File: config.mk
export PLATFORM = sky130hd
export DESIGN_NAME = if_else_parser
export DESIGN_NICKNAME = d
export VERILOG_FILES = /design/src/verilog/parser_pkg.sv /design/src/verilog/if_else_parser.sv /design/src/verilog/cond_eval.sv /design/src/verilog/stmt_parser_fsm.sv /design/src/verilog/keyword_matcher.sv /design/src/verilog/number_accum.sv
export SDC_FILE = /design/constraint.sdc
export NUM_CORES = 1
export LEC_CHECK = 0
export BUFFER_PORTS_ARGS = -buffer_cell sky130_fd_sc_hd__buf_2
export CORE_MARGIN = 2
export CORE_UTILIZATION = 40
export DETAILED_ROUTE_END_ITERATION = 12
export MAX_ROUTING_LAYER = met4
export PLACE_DENSITY_LB_ADDON = 0.05
export SYNTH_ARGS = -nofsm -noshare
export SYNTH_HDL_FRONTEND = slang
export SYNTH_SLANG_ARGS = --single-unit
export TNS_END_PERCENT = 20
File: constraint.sdc
create_clock -name clk -period 5.3 [get_ports clk]
set_input_delay 0.795 -clock clk [delete_from_list [all_inputs] [get_ports clk]]
set_output_delay 0.795 -clock clk [all_outputs]
set_load 0.005 [all_outputs]
File: src/verilog/parser_pkg.sv
`default_nettype none

package parser_pkg;

    // Width of x, p and every parsed constant
    localparam int VALUE_W = 32;

    typedef logic [6:0] char_t;                   // 7-bit ASCII
    typedef logic signed [VALUE_W-1:0] value_t;

    // Comparator codes
    typedef enum logic [2:0] {
        CMP_EQ = 3'b000,
        CMP_NE = 3'b001,
        CMP_LT = 3'b010,
        CMP_GT = 3'b011,
        CMP_LE = 3'b100,
        CMP_GE = 3'b101
    } comparator_t;

    typedef enum logic [3:0] {
        ERR_NONE              = 4'd0,
        ERR_INVALID_KEYWORD   = 4'd1,
        ERR_VAR_MISMATCH      = 4'd2,
        ERR_INVALID_CHAR      = 4'd3,
        ERR_MISSING_SEMICOLON = 4'd4,
        ERR_MISSING_OPERATOR  = 4'd5,
        ERR_SYNTAX            = 4'd6
    } error_code_t;

    // Keywords known to the matcher
    typedef enum logic [1:0] {
        KW_IF,
        KW_BEGIN,
        KW_END,
        KW_ELSE
    } keyword_t;

    typedef enum logic [1:0] {
        KW_MORE,                                  // Matched, more letters to come
        KW_DONE,                                  // Last letter matched
        KW_BAD                                    // Mismatch
    } kw_status_t;

    // Number accumulator status, 34 bits
    typedef struct packed {
        value_t value;                            // Signed value so far
        logic   absorbed;                         // Current char was taken
        logic   started;                          // Digit or sign seen
    } num_status_t;

    // Parsed statement, 99 bits
    typedef struct packed {
        comparator_t comparator;
        value_t      valc;
        value_t      const1;
        value_t      const2;
    } cond_stmt_t;

endpackage

`default_nettype wire
File: src/verilog/if_else_parser.sv
`timescale 1ns/10ps
`default_nettype none

module if_else_parser (
    input  wire                       clk,
    input  wire                       rst,
    input  wire parser_pkg::char_t    char,
    input  wire                       char_valid,
    input  wire parser_pkg::value_t   x,
    output parser_pkg::value_t        p,
    output logic                      parsing_done,
    output logic                      error_flag,
    output parser_pkg::error_code_t   error_code
);

    parser_pkg::num_status_t num;
    parser_pkg::kw_status_t  kw_status;
    parser_pkg::keyword_t    kw_sel;
    parser_pkg::cond_stmt_t  stmt;
    logic                    num_en;
    logic                    num_clear;
    logic                    kw_en;
    logic                    eval_start;

    number_accum u_num (
        .clk       (clk),
        .rst       (rst),
        .char      (char),
        .num_en    (num_en),
        .num_clear (num_clear),
        .num       (num)
    );

    keyword_matcher u_kw (
        .clk       (clk),
        .rst       (rst),
        .char      (char),
        .kw_en     (kw_en),
        .kw_sel    (kw_sel),
        .kw_status (kw_status)
    );

    stmt_parser_fsm u_fsm (
        .clk        (clk),
        .rst        (rst),
        .char       (char),
        .char_valid (char_valid),
        .num        (num),
        .kw_status  (kw_status),
        .num_en     (num_en),
        .num_clear  (num_clear),
        .kw_en      (kw_en),
        .kw_sel     (kw_sel),
        .stmt       (stmt),
        .eval_start (eval_start),
        .error_flag (error_flag),
        .error_code (error_code)
    );

    // Result stage, one edge after the FSM reaches EVALUATE
    cond_eval u_eval (
        .clk          (clk),
        .rst          (rst),
        .x            (x),
        .stmt         (stmt),
        .eval_start   (eval_start),
        .p            (p),
        .parsing_done (parsing_done)
    );

endmodule

`default_nettype wire

File: src/verilog/cond_eval.sv
`timescale 1ns/10ps
`default_nettype none

module cond_eval import parser_pkg::*; (
    input  wire             clk,
    input  wire             rst,
    input  wire value_t     x,
    input  wire cond_stmt_t stmt,
    input  wire             eval_start,
    output value_t          p,
    output logic            parsing_done
);

    logic take;                                   // Condition holds so const1 is taken

    // Signed compare of x against the parsed constant
    always_comb begin
        case (stmt.comparator)
            CMP_EQ:  take = (x == stmt.valc);
            CMP_NE:  take = (x != stmt.valc);
            CMP_LT:  take = (x < stmt.valc);
            CMP_GT:  take = (x > stmt.valc);
            CMP_LE:  take = (x <= stmt.valc);
            CMP_GE:  take = (x >= stmt.valc);
            default: take = 1'b0;
        endcase
    end

    always_ff @(posedge clk or posedge rst) begin
        if (rst) begin
            p            <= '0;
            parsing_done <= 1'b0;
        end else if (eval_start) begin
            p            <= take ? stmt.const1 : stmt.const2;
            parsing_done <= 1'b1;
        end
    end

    // eval_start comes once per statement so the result stays put
    a_done_sticky : assert property (
        @(posedge clk) disable iff (rst) parsing_done |=> parsing_done && $stable(p)
    );

endmodule

`default_nettype wire

File: src/verilog/stmt_parser_fsm.sv
`timescale 1ns/10ps
`default_nettype none

module stmt_parser_fsm import parser_pkg::*; (
    input  wire              clk,
    input  wire              rst,
    input  wire char_t       char,
    input  wire              char_valid,
    input  wire num_status_t num,
    input  wire kw_status_t  kw_status,
    output logic             num_en,
    output logic             num_clear,
    output logic             kw_en,
    output keyword_t         kw_sel,
    output cond_stmt_t       stmt,
    output logic             eval_start,
    output logic             error_flag,
    output error_code_t      error_code
);

    typedef enum logic [3:0] {
        ST_IF,
        ST_OPEN_PAREN,
        ST_COND_VAR,
        ST_OP1,
        ST_OP2,
        ST_VALC,
        ST_BEGIN,
        ST_ASSIGN_VAR,
        ST_ASSIGN_OP,
        ST_CONST,
        ST_END,
        ST_ELSE,
        ST_EVALUATE,
        ST_FINISHED,
        ST_HALT
    } state_t;

    state_t      state;
    state_t      state_n;
    state_t      kw_next;
    error_code_t err_n;
    logic        in_else;                         // Parsing the else branch
    logic        assign_lt;                       // "<" of "<=" already seen
    char_t       first_var;                       // Target of the if branch
    logic        is_letter;
    logic        lt_gt;                           // Single char comparator so far

    assign is_letter = ((char >= "a") && (char <= "z")) || ((char >= "A") && (char <= "Z"));
    assign lt_gt     = (stmt.comparator == CMP_LT) || (stmt.comparator == CMP_GT);

    // Keyword sequencing
    always_comb begin
        case (state)
            ST_BEGIN: kw_sel = KW_BEGIN;
            ST_END:   kw_sel = KW_END;
            ST_ELSE:  kw_sel = KW_ELSE;
            default:  kw_sel = KW_IF;
        endcase
        case (state)
            ST_IF:    kw_next = ST_OPEN_PAREN;
            ST_BEGIN: kw_next = ST_ASSIGN_VAR;
            ST_ELSE:  kw_next = ST_BEGIN;
            default:  kw_next = in_else ? ST_EVALUATE : ST_ELSE;
        endcase
    end

    assign kw_en = char_valid && ((state == ST_IF) || (state == ST_BEGIN) ||
                                  (state == ST_END) || (state == ST_ELSE));

    // The "<" and ">" shortcut lets a digit or sign start the number early
    assign num_en = char_valid && ((state == ST_VALC) || (state == ST_CONST) ||
                                   ((state == ST_OP2) && lt_gt));

    // Clear once the terminator has been seen and the value latched
    assign num_clear = char_valid && !num.absorbed &&
                       ((state == ST_VALC) || (state == ST_CONST));

    assign eval_start = (state == ST_EVALUATE);

    always_comb begin
        state_n = state;
        err_n   = ERR_NONE;
        if (char_valid) begin
            case (state)
                ST_IF, ST_BEGIN, ST_END, ST_ELSE: begin
                    if (kw_status == KW_BAD)
                        err_n = ERR_INVALID_KEYWORD;
                    else if (kw_status == KW_DONE)
                        state_n = kw_next;
                end
                ST_OPEN_PAREN: begin
                    if (char == "(")
                        state_n = ST_COND_VAR;
                    else if (is_letter)
                        err_n = ERR_INVALID_KEYWORD;  // Keyword ran on, e.g. "iff"
                    else
                        err_n = ERR_SYNTAX;
                end
                ST_COND_VAR: begin
                    if (is_letter)
                        state_n = ST_OP1;
                    else
                        err_n = ERR_SYNTAX;
                end
                ST_OP1: begin
                    if ((char == "<") || (char == ">") || (char == "=") || (char == "!"))
                        state_n = ST_OP2;
                    else
                        err_n = ERR_INVALID_CHAR;
                end
                ST_OP2: begin
                    if ((char == "=") || num.absorbed)
                        state_n = ST_VALC;
                    else if (!lt_gt)
                        err_n = ERR_MISSING_OPERATOR; // "=" or "!" alone
                    else
                        err_n = ERR_SYNTAX;
                end
                ST_VALC: begin
                    if (!num.absorbed) begin
                        if (num.started && (char == ")"))
                            state_n = ST_BEGIN;
                        else
                            err_n = ERR_SYNTAX;
                    end
                end
                ST_ASSIGN_VAR: begin
                    if (!is_letter)
                        err_n = ERR_SYNTAX;
                    else if (in_else && (char != first_var))
                        err_n = ERR_VAR_MISMATCH;
                    else
                        state_n = ST_ASSIGN_OP;
                end
                ST_ASSIGN_OP: begin
                    if (char == "=")
                        state_n = ST_CONST;
                    else if ((char != "<") || assign_lt)
                        err_n = ERR_MISSING_OPERATOR;
                end
                ST_CONST: begin
                    if (!num.absorbed) begin
                        if (!num.started)
                            err_n = ERR_SYNTAX;
                        else if (char != ";")
                            err_n = ERR_MISSING_SEMICOLON;
                        else
                            state_n = ST_END;
                    end
                end
                default: ;
            endcase
        end
        if (state == ST_EVALUATE)
            state_n = ST_FINISHED;
        if (err_n != ERR_NONE)
            state_n = ST_HALT;                    // First error wins
    end

    always_ff @(posedge clk or posedge rst) begin
        if (rst) begin
            state      <= ST_IF;
            error_flag <= 1'b0;
            error_code <= ERR_NONE;
            in_else    <= 1'b0;
            assign_lt  <= 1'b0;
        end else begin
            state <= state_n;
            if (err_n != ERR_NONE) begin
                error_flag <= 1'b1;
                error_code <= err_n;
            end
            if (char_valid && (state == ST_ELSE) && (kw_status == KW_DONE))
                in_else <= 1'b1;
            if (char_valid && (state == ST_ASSIGN_OP))
                assign_lt <= (char == "<");
        end
    end

    // Operands, only read once the statement is complete
    always_ff @(posedge clk) begin
        if (char_valid) begin
            case (state)
                ST_OP1: begin
                    case (char)
                        "<":     stmt.comparator <= CMP_LT;
                        ">":     stmt.comparator <= CMP_GT;
                        "!":     stmt.comparator <= CMP_NE;
                        default: stmt.comparator <= CMP_EQ;
                    endcase
                end
                ST_OP2: begin
                    if ((char == "=") && (stmt.comparator == CMP_LT))
                        stmt.comparator <= CMP_LE;
                    else if ((char == "=") && (stmt.comparator == CMP_GT))
                        stmt.comparator <= CMP_GE;
                end
                ST_VALC: if (!num.absorbed) stmt.valc <= num.value;
                ST_CONST: begin
                    if (!num.absorbed && in_else)
                        stmt.const2 <= num.value;
                    else if (!num.absorbed)
                        stmt.const1 <= num.value;
                end
                ST_ASSIGN_VAR: if (!in_else) first_var <= char;
                default: ;
            endcase
        end
    end

    a_err_consistent : assert property (
        @(posedge clk) disable iff (rst) error_flag == (error_code != ERR_NONE)
    );

endmodule

`default_nettype wire

File: src/verilog/keyword_matcher.sv
`timescale 1ns/10ps
`default_nettype none

module keyword_matcher import parser_pkg::*; (
    input  wire           clk,
    input  wire           rst,
    input  wire char_t    char,
    input  wire           kw_en,
    input  wire keyword_t kw_sel,
    output kw_status_t    kw_status
);

    logic [2:0]  idx;                             // Position within the keyword
    logic [2:0]  len;
    logic [39:0] word;                            // Up to five letters, right aligned
    logic [5:0]  bit_pos;
    char_t       expected;

    // Keyword table
    always_comb begin
        case (kw_sel)
            KW_IF: begin
                word = "if";
                len  = 3'd2;
            end
            KW_BEGIN: begin
                word = "begin";
                len  = 3'd5;
            end
            KW_END: begin
                word = "end";
                len  = 3'd3;
            end
            default: begin
                word = "else";
                len  = 3'd4;
            end
        endcase
    end

    // First letter lives in the highest used byte
    assign bit_pos  = {len - 3'd1 - idx, 3'b000};
    assign expected = word[bit_pos +: 7];

    always_comb begin
        if (char != expected)
            kw_status = KW_BAD;
        else if (idx == len - 3'd1)
            kw_status = KW_DONE;
        else
            kw_status = KW_MORE;
    end

    always_ff @(posedge clk or posedge rst) begin
        if (rst) begin
            idx <= 3'd0;
        end else if (kw_en) begin
            if (kw_status == KW_MORE)
                idx <= idx + 3'd1;
            else
                idx <= 3'd0;                      // Done or bad, ready for the next word
        end
    end

    // Keyword changes from the FSM only happen with the index back at zero
    a_idx_range : assert property (
        @(posedge clk) disable iff (rst) idx < len
    );

endmodule

`default_nettype wire

File: src/verilog/number_accum.sv
`timescale 1ns/10ps
`default_nettype none

module number_accum import parser_pkg::*; (
    input  wire         clk,
    input  wire         rst,
    input  wire char_t  char,
    input  wire         num_en,
    input  wire         num_clear,
    output num_status_t num
);

    logic [VALUE_W-1:0] mag;                      // Unsigned magnitude
    logic               neg;
    logic               started;
    logic               is_digit;
    logic               is_minus;
    logic [3:0]         digit;

    assign is_digit = (char >= "0") && (char <= "9");
    assign is_minus = (char == "-") && !started;  // Sign only before any digit
    assign digit    = char[3:0];                  // ASCII digits sit at 0x30

    assign num.absorbed = num_en && (is_digit || is_minus);
    assign num.started  = started;
    assign num.value    = neg ? value_t'(-mag) : value_t'(mag);

    always_ff @(posedge clk or posedge rst) begin
        if (rst) begin
            mag     <= '0;
            neg     <= 1'b0;
            started <= 1'b0;
        end else if (num_clear) begin
            mag     <= '0;
            neg     <= 1'b0;
            started <= 1'b0;
        end else if (num.absorbed) begin
            started <= 1'b1;
            if (is_digit)
                mag <= mag * 10 + VALUE_W'(digit);
            else
                neg <= 1'b1;
        end
    end

    // The FSM owns when characters reach the accumulator
    a_absorb_gated : assert property (
        @(posedge clk) disable iff (rst)
        !num_en && !num_clear |=> $stable(mag) && $stable(neg) && $stable(started)
    );

endmodule

`default_nettype wire

Word level (Yosys, flattened, before mapping) --
Cells that the tools add are included. Widths: inputs -> output; s select.
Word-level totals: output and inout bits 38, ROM bits 0, word-level logic and storage cells 198, input port bits 42, bits in latches 0, memories 0, flip-flop bits (word level) 187, memory bits (writable) 0
Operators by class: equality and inequality tests 51, bitwise gates (word level) 3, add/subtract/negate cells 5, shift-type cells 1, mux-type cells 59, multiply operators 1, reduce and logical (&&, ||, !) cells 52, divide/modulo/power cells 0, $lt $le $gt $ge 10
Operator list (count):
- $mux 32 | 5
- $pmux 39 s3 | 1
- $mux 4 | 25
- $pmux 4 s9 | 2
- $eq 7x6->1 const B | 7
- $shiftx 40x7->7 | 1
- $add 32x4->32 | 1
- $eq 32x32->1 | 1
- $ge 32x32->1 | 1
- $gt 32x32->1 | 1
- $le 32x32->1 | 1
- $lt 32x32->1 | 1
- $mul 32x3->31 const B | 1
- $ne 32x32->1 | 1
- $ne 4x4->1 const B | 8
- $neg 32->32 | 1
- $mux 3 | 9
- $eq 4x4->1 const B | 5
- $ne 4x2->1 const B | 5
- $logic_and 1x1->1 | 18
- $eq 4x3->1 const B | 4
- $reduce_and 16->1 | 1
- $ge 7x7->1 const B | 2
- $le 7x7->1 const B | 2
- other kinds (39) | 78

Logic depth before layout (Yosys ltp) --
depth after elaboration 16, gate-level depth with buffers 17

Cells and area by module --
Synthesis repeated with hierarchy kept, for this count alone.
Unflattened totals: cells, all modules 1279, area total of the unflattened synthesis 12743.5 um2
By module, submodules not included:
- number_accum | cells each 597, area an instance 4762.1 um2, times used 1, seq. area each 850.8 um2
- stmt_parser_fsm | cells each 277, area an instance 4435.5 um2, times used 1, seq. area each 3433.3 um2
- cond_eval | cells each 322, area an instance 2894.0 um2, times used 1, seq. area each 825.8 um2
- keyword_matcher | cells each 83, area an instance 651.9 um2, times used 1, seq. area each 75.1 um2

Worst setup path after synthesis --
Ideal clock, no wire load.
path type input -> register, start input port char[6], end register, netlist name u_fsm.stmt[0], setup slack 0.936 ns, setup time 0.461 ns, stages on the path 6, data required time 4.839 ns, arrival time 3.903 ns, path buffers 1, cells stage by stage clkbuf_1 and3b_1 nand4b_1 a2111oi_2 nand3b_1 nor3_1
On the way: word-level cells in the longest chain between the ends 7, elaborated cells on any way between the ends 10
Ends and longest elaborated chain:
- start, declared | line if_else_parser.sv:7 | input wire parser_pkg::char_t char,
- $ge 7x6->1 (tied with other cells) | line number_accum.sv:20 | assign is_digit = (char >= "0") && (char <= "9");
- $logic_and 1x1->1 (on tied branches) | line number_accum.sv:20, number_accum.sv:21
- $logic_or 1x1->1 * | line number_accum.sv:24 | assign num.absorbed = num_en && (is_digit || is_minus);
- $logic_and 1x1->1 * | line number_accum.sv:24
- $logic_not 1->1 * | line stmt_parser_fsm.sv:201 | if (!num.absorbed && in_else)
- $logic_and 1x1->1 * | line stmt_parser_fsm.sv:201
- $reduce_and 3->1 (no line) *
Mark *: on every way between the ends. The rest lies on a longest branch, timed or not. A chain may end at the register's enable or synchronous reset.

Worst setup path in the final report --
start register u_fsm.state[0], end register u_fsm.state[2]
On the way: word-level cells in the longest chain between the ends 16, elaborated cells on any way between the ends 66
Ends and longest elaborated chain:
- start, declared | line stmt_parser_fsm.sv:39 | state_t state;
- start signal, assigned | line stmt_parser_fsm.sv:169 | state <= state_n;
- $eq 4x4->1 (tied with other cells) | line stmt_parser_fsm.sv:54, stmt_parser_fsm.sv:60, stmt_parser_fsm.sv:85
- $pmux 2 s3 | line stmt_parser_fsm.sv:54 | case (state)
- $eq 2x2->1 (tied with other cells) | line keyword_matcher.sv:21 | case (kw_sel)
- $pmux 3 s3 | line keyword_matcher.sv:21
- $sub 3x1->3 | line keyword_matcher.sv:42, keyword_matcher.sv:48
- $sub 3x3->3 | line keyword_matcher.sv:42 | assign bit_pos = {len - 3'd1 - idx, 3'b000};
- $shiftx 40x7->7 | line keyword_matcher.sv:43 | assign expected = word[bit_pos +: 7];
- $ne 7x7->1 | line keyword_matcher.sv:46 | if (char != expected)
- $mux 2 | line keyword_matcher.sv:46
- $eq 2x2->1 | line stmt_parser_fsm.sv:87 | if (kw_status == KW_BAD)
- $mux 1 | line stmt_parser_fsm.sv:87
- $pmux 4 s9 | line stmt_parser_fsm.sv:85 | case (state)
- $mux 4 | line stmt_parser_fsm.sv:84 | if (char_valid) begin
- $reduce_bool 4->1 | line stmt_parser_fsm.sv:157 | if (err_n != ERR_NONE)
- $reduce_bool 11->1 (no line) (tied with other cells)
- $reduce_and 16->1 (no line)
Several ways; a longest one is shown, not always the timed one. The select of a mux whose other input is x is not followed.

==> results.cfg <==
[placement]
gp_congestion = 0.8262
pre_cts_ws_ns = 0.7396
io_buffers = 78
hpwl_um = 22840

[sta]
fmax_mhz = 217.2
finalCriticalPeriod_ns = 4.604
relSlewSlack = 0.3574
worstMarginPinSlew_ns = 0.9639
finalCritPeriodShare = 0.8686
skew_ns = 0.01383
worst_slack_ns = 0.6964
hold_viol = 0
setup_viol = 0
tns_ns = 0
grt_setup_unrepaired = no
maxSlewViolCount = 0

[routing]
drc = 0
finalWirelength_um = 30960
vias = 9318
first_pass_iters = 5
postRouteAntennaNets = 0
drt_iter0_markers = 544
drt-vias-per-instance = 5.504
wl_per_cell_um = 18.29

[worst_setup_path]
crit_arrival_ns = 4.92
crit_slowest_cell = fa_1
setup.worst_path.end_class = register
criticalPathCategory = reg2reg
r2r_cells = 15
critPathRequiredTime_ns = 5.62
start_kind = register
rrSetupSlack_ns = 0.70
cp_max_fo = 13
path_cells = nor3b_2, o21ai_2, ha_1, ha_1, inv_1, fa_1, nor3b_1, nor3_1, nor4b_1, o21ai_0, a221oi_1, nand2_1, a211oi_1, a21oi_1, a311o_1
cpPeakStageDelay_ns = 0.76
timing.critical_path.mode_cell = ha_1

[run]
maxCapViolations = 0

[clocking]
post_cts_buffers = 0
numCtsBuffers = 17
ctsHoldBuffers = 0
cts_tree = built
path_clk_slew_ns = 0.08
htreeDepth = 4
clockBufferDepth = 2
cts_resized = 0
root_buffer = clkbuf_16
cts_sinks = 186
insertion_delay_ns = 0.44

[synth]
yosysSeqAreaShare = 0.4294
syn_area_sq_um = 12070
synth_enable_flop_cells = 106
yosys.cell_count.top_type = edfxtp_1
yosysWarnings = 0
yosys-top-cells-count = edfxtp_1, o21ai_0, nand2_1
ys_types = 87
synth_nets = 1375
synth_ff_type = edfxtp_1
synthTopCellsByArea = edfxtp_1, dfrtp_1, ha_1
ys_ff_latch = 186
yosys.area.top_type = edfxtp_1
synth_area_per_cell_sq_um = 9.800
synth_top_area_frac = 0.2636
async_flop_share = 0.4301
syn-instance-count = 1232

[final_layout]
antenna_cells = 0
num-fill-cells = 2850
syn_to_final_growth_pct = 11.60
drive_above_1_share = 0.1274
nets = 1433

[pwr]
power.total_mw = 4.792
powerDensity_nw_per_um2 = 355.7
ir_drop_v = 0.0002503
power.leakage_nw = 5.650

[global_route]
antenna_found_initial = 0
grt_pass1_wl_um = 50150
grt_max_degree = 66
grt.total_usage = 0.2089
grt_overflow = 0
grt_pass1_vias = 8967

[floorplan]
die_y_um = 177.7
core_area_sq_um = 29720
die_w_um = 177.7
initial_utilization = 0.4063
io_pins = 80
die_area_sq_um = 31590
rows = 63

[outcome]
status = completed

[hold_path]
hold_path.class = in2async
[where the power goes]
part | switching, mW | internal [mW] | leakage (nW)
logic | 0.931 | 0.636 | 3.42
registers | 0.159 | 1.77 | 1.94
clock network | 0.621 | 0.677 | 0.293
[per-layer routing]
metal	track usage	vias up	part of all wire	routed length, um
met5	-	-	0	0
met4	0.04508	0	0.0093	289
met3	0.02592	18	0.037	1131
met2	0.3093	180	0.44	13600
met1	0.3057	4414	0.51	15940
li1	-	4706	-	-
[path summary, 6_finish.rpt]
kind | startpoint | endpoint
worst max-delay path | u_fsm.state[0] | u_fsm.state[2]
max in group asynchronous | rst | u_num.mag[31]
min in group clk | u_eval.parsing_done | u_eval.parsing_done
worst max register to register | u_fsm.state[0] | u_fsm.state[2]
worst min-delay path | rst | u_eval.p[3]
worst min register to register | u_eval.parsing_done | u_eval.parsing_done
[critical path: cells and delay by family, from the launching register on]
kind | cells | cell delay, ns
compound gates | 6 | 1.64
simple gates | 5 | 1.19
fa+ha+maj | 3 | 1.19
flops | 1 | 0.43
buf+inv | 1 | 0.04
[kinds of logic (layout without fill, tap and decap cells)]
group	Yosys count	count (layout)	synth area share
simple gates	401	401	0.1761
other cells	1	1	0.0003106
flops	186	186	0.4294
buf+inv	120	191	0.04041
mux	2	2	0.001658
fa+ha+maj	101	101	0.1065
xor+xnor	89	89	0.06591
compound gates	332	332	0.1797
[state kept, by name, summed over array words and instances, names as in the netlist, 3 cells and up]
| signal | count |
|---|---|
| u_fsm.stmt | 99 |
| u_fsm.error_code | 3 |
| u_fsm.state | 4 |
| u_eval.p | 32 |
| u_kw.idx | 3 |
| u_num.mag | 32 |
| u_fsm.first_var | 7 |
[area by class of cell]
cell class                 count  area [sq um]  share of cell area
clock buffer                  17         425.4             0.03157
clock inverter                15         178.9             0.01328
inverter                      62         234.0             0.01736
multi-input combinational    926          6430              0.4772
sequential                   186          5185              0.3848
tap                          390         488.0             0.03621
timing repair buffer          97         533.0             0.03956
[stage by stage]
stage / util / cells / hold WS (ns) / cell area (sq um)
floorplan: - / 1232 / 0.4650 / 12070
global route: 0.4534 / 1693 / 0.4773 / 13470
CTS: 0.4534 / 1693 / 0.4477 / 13470
global placement: 0.4331 / 1661 / 0.4491 / 12870
detailed placement: 0.4331 / 1661 / 0.4521 / 12870
finish: 0.4534 / 1693 / 0.4307 / 13470
[cells in the final DEF, fill, tap and decap left out, types with 5 or more instances in the layout]
cell / count
or2_2: 7
nand2b_1: 10
inv_1: 61
or4_1: 6
nand2_1: 99
xnor2_1: 63
a31oi_1: 42
ha_1: 98
nor3_1: 25
a211oi_1: 10
nand4_1: 24
xor2_1: 25
or3_1: 16
nor2b_1: 12
buf_2: 78
nand3_1: 61
and3b_1: 6
o21a_1: 8
a21o_1: 18
buf_4: 19
a22o_1: 6
dfrtp_1: 80
nor4_1: 10
o31ai_1: 15
clkbuf_16: 17
a21oi_1: 53
nand3b_1: 8
o21ai_0: 100
o211a_1: 5
o211ai_1: 14
nor3b_1: 5
o41ai_1: 5
nor2_1: 73
edfxtp_1: 106
Note: power is estimated with default switching activity, not from simulation.
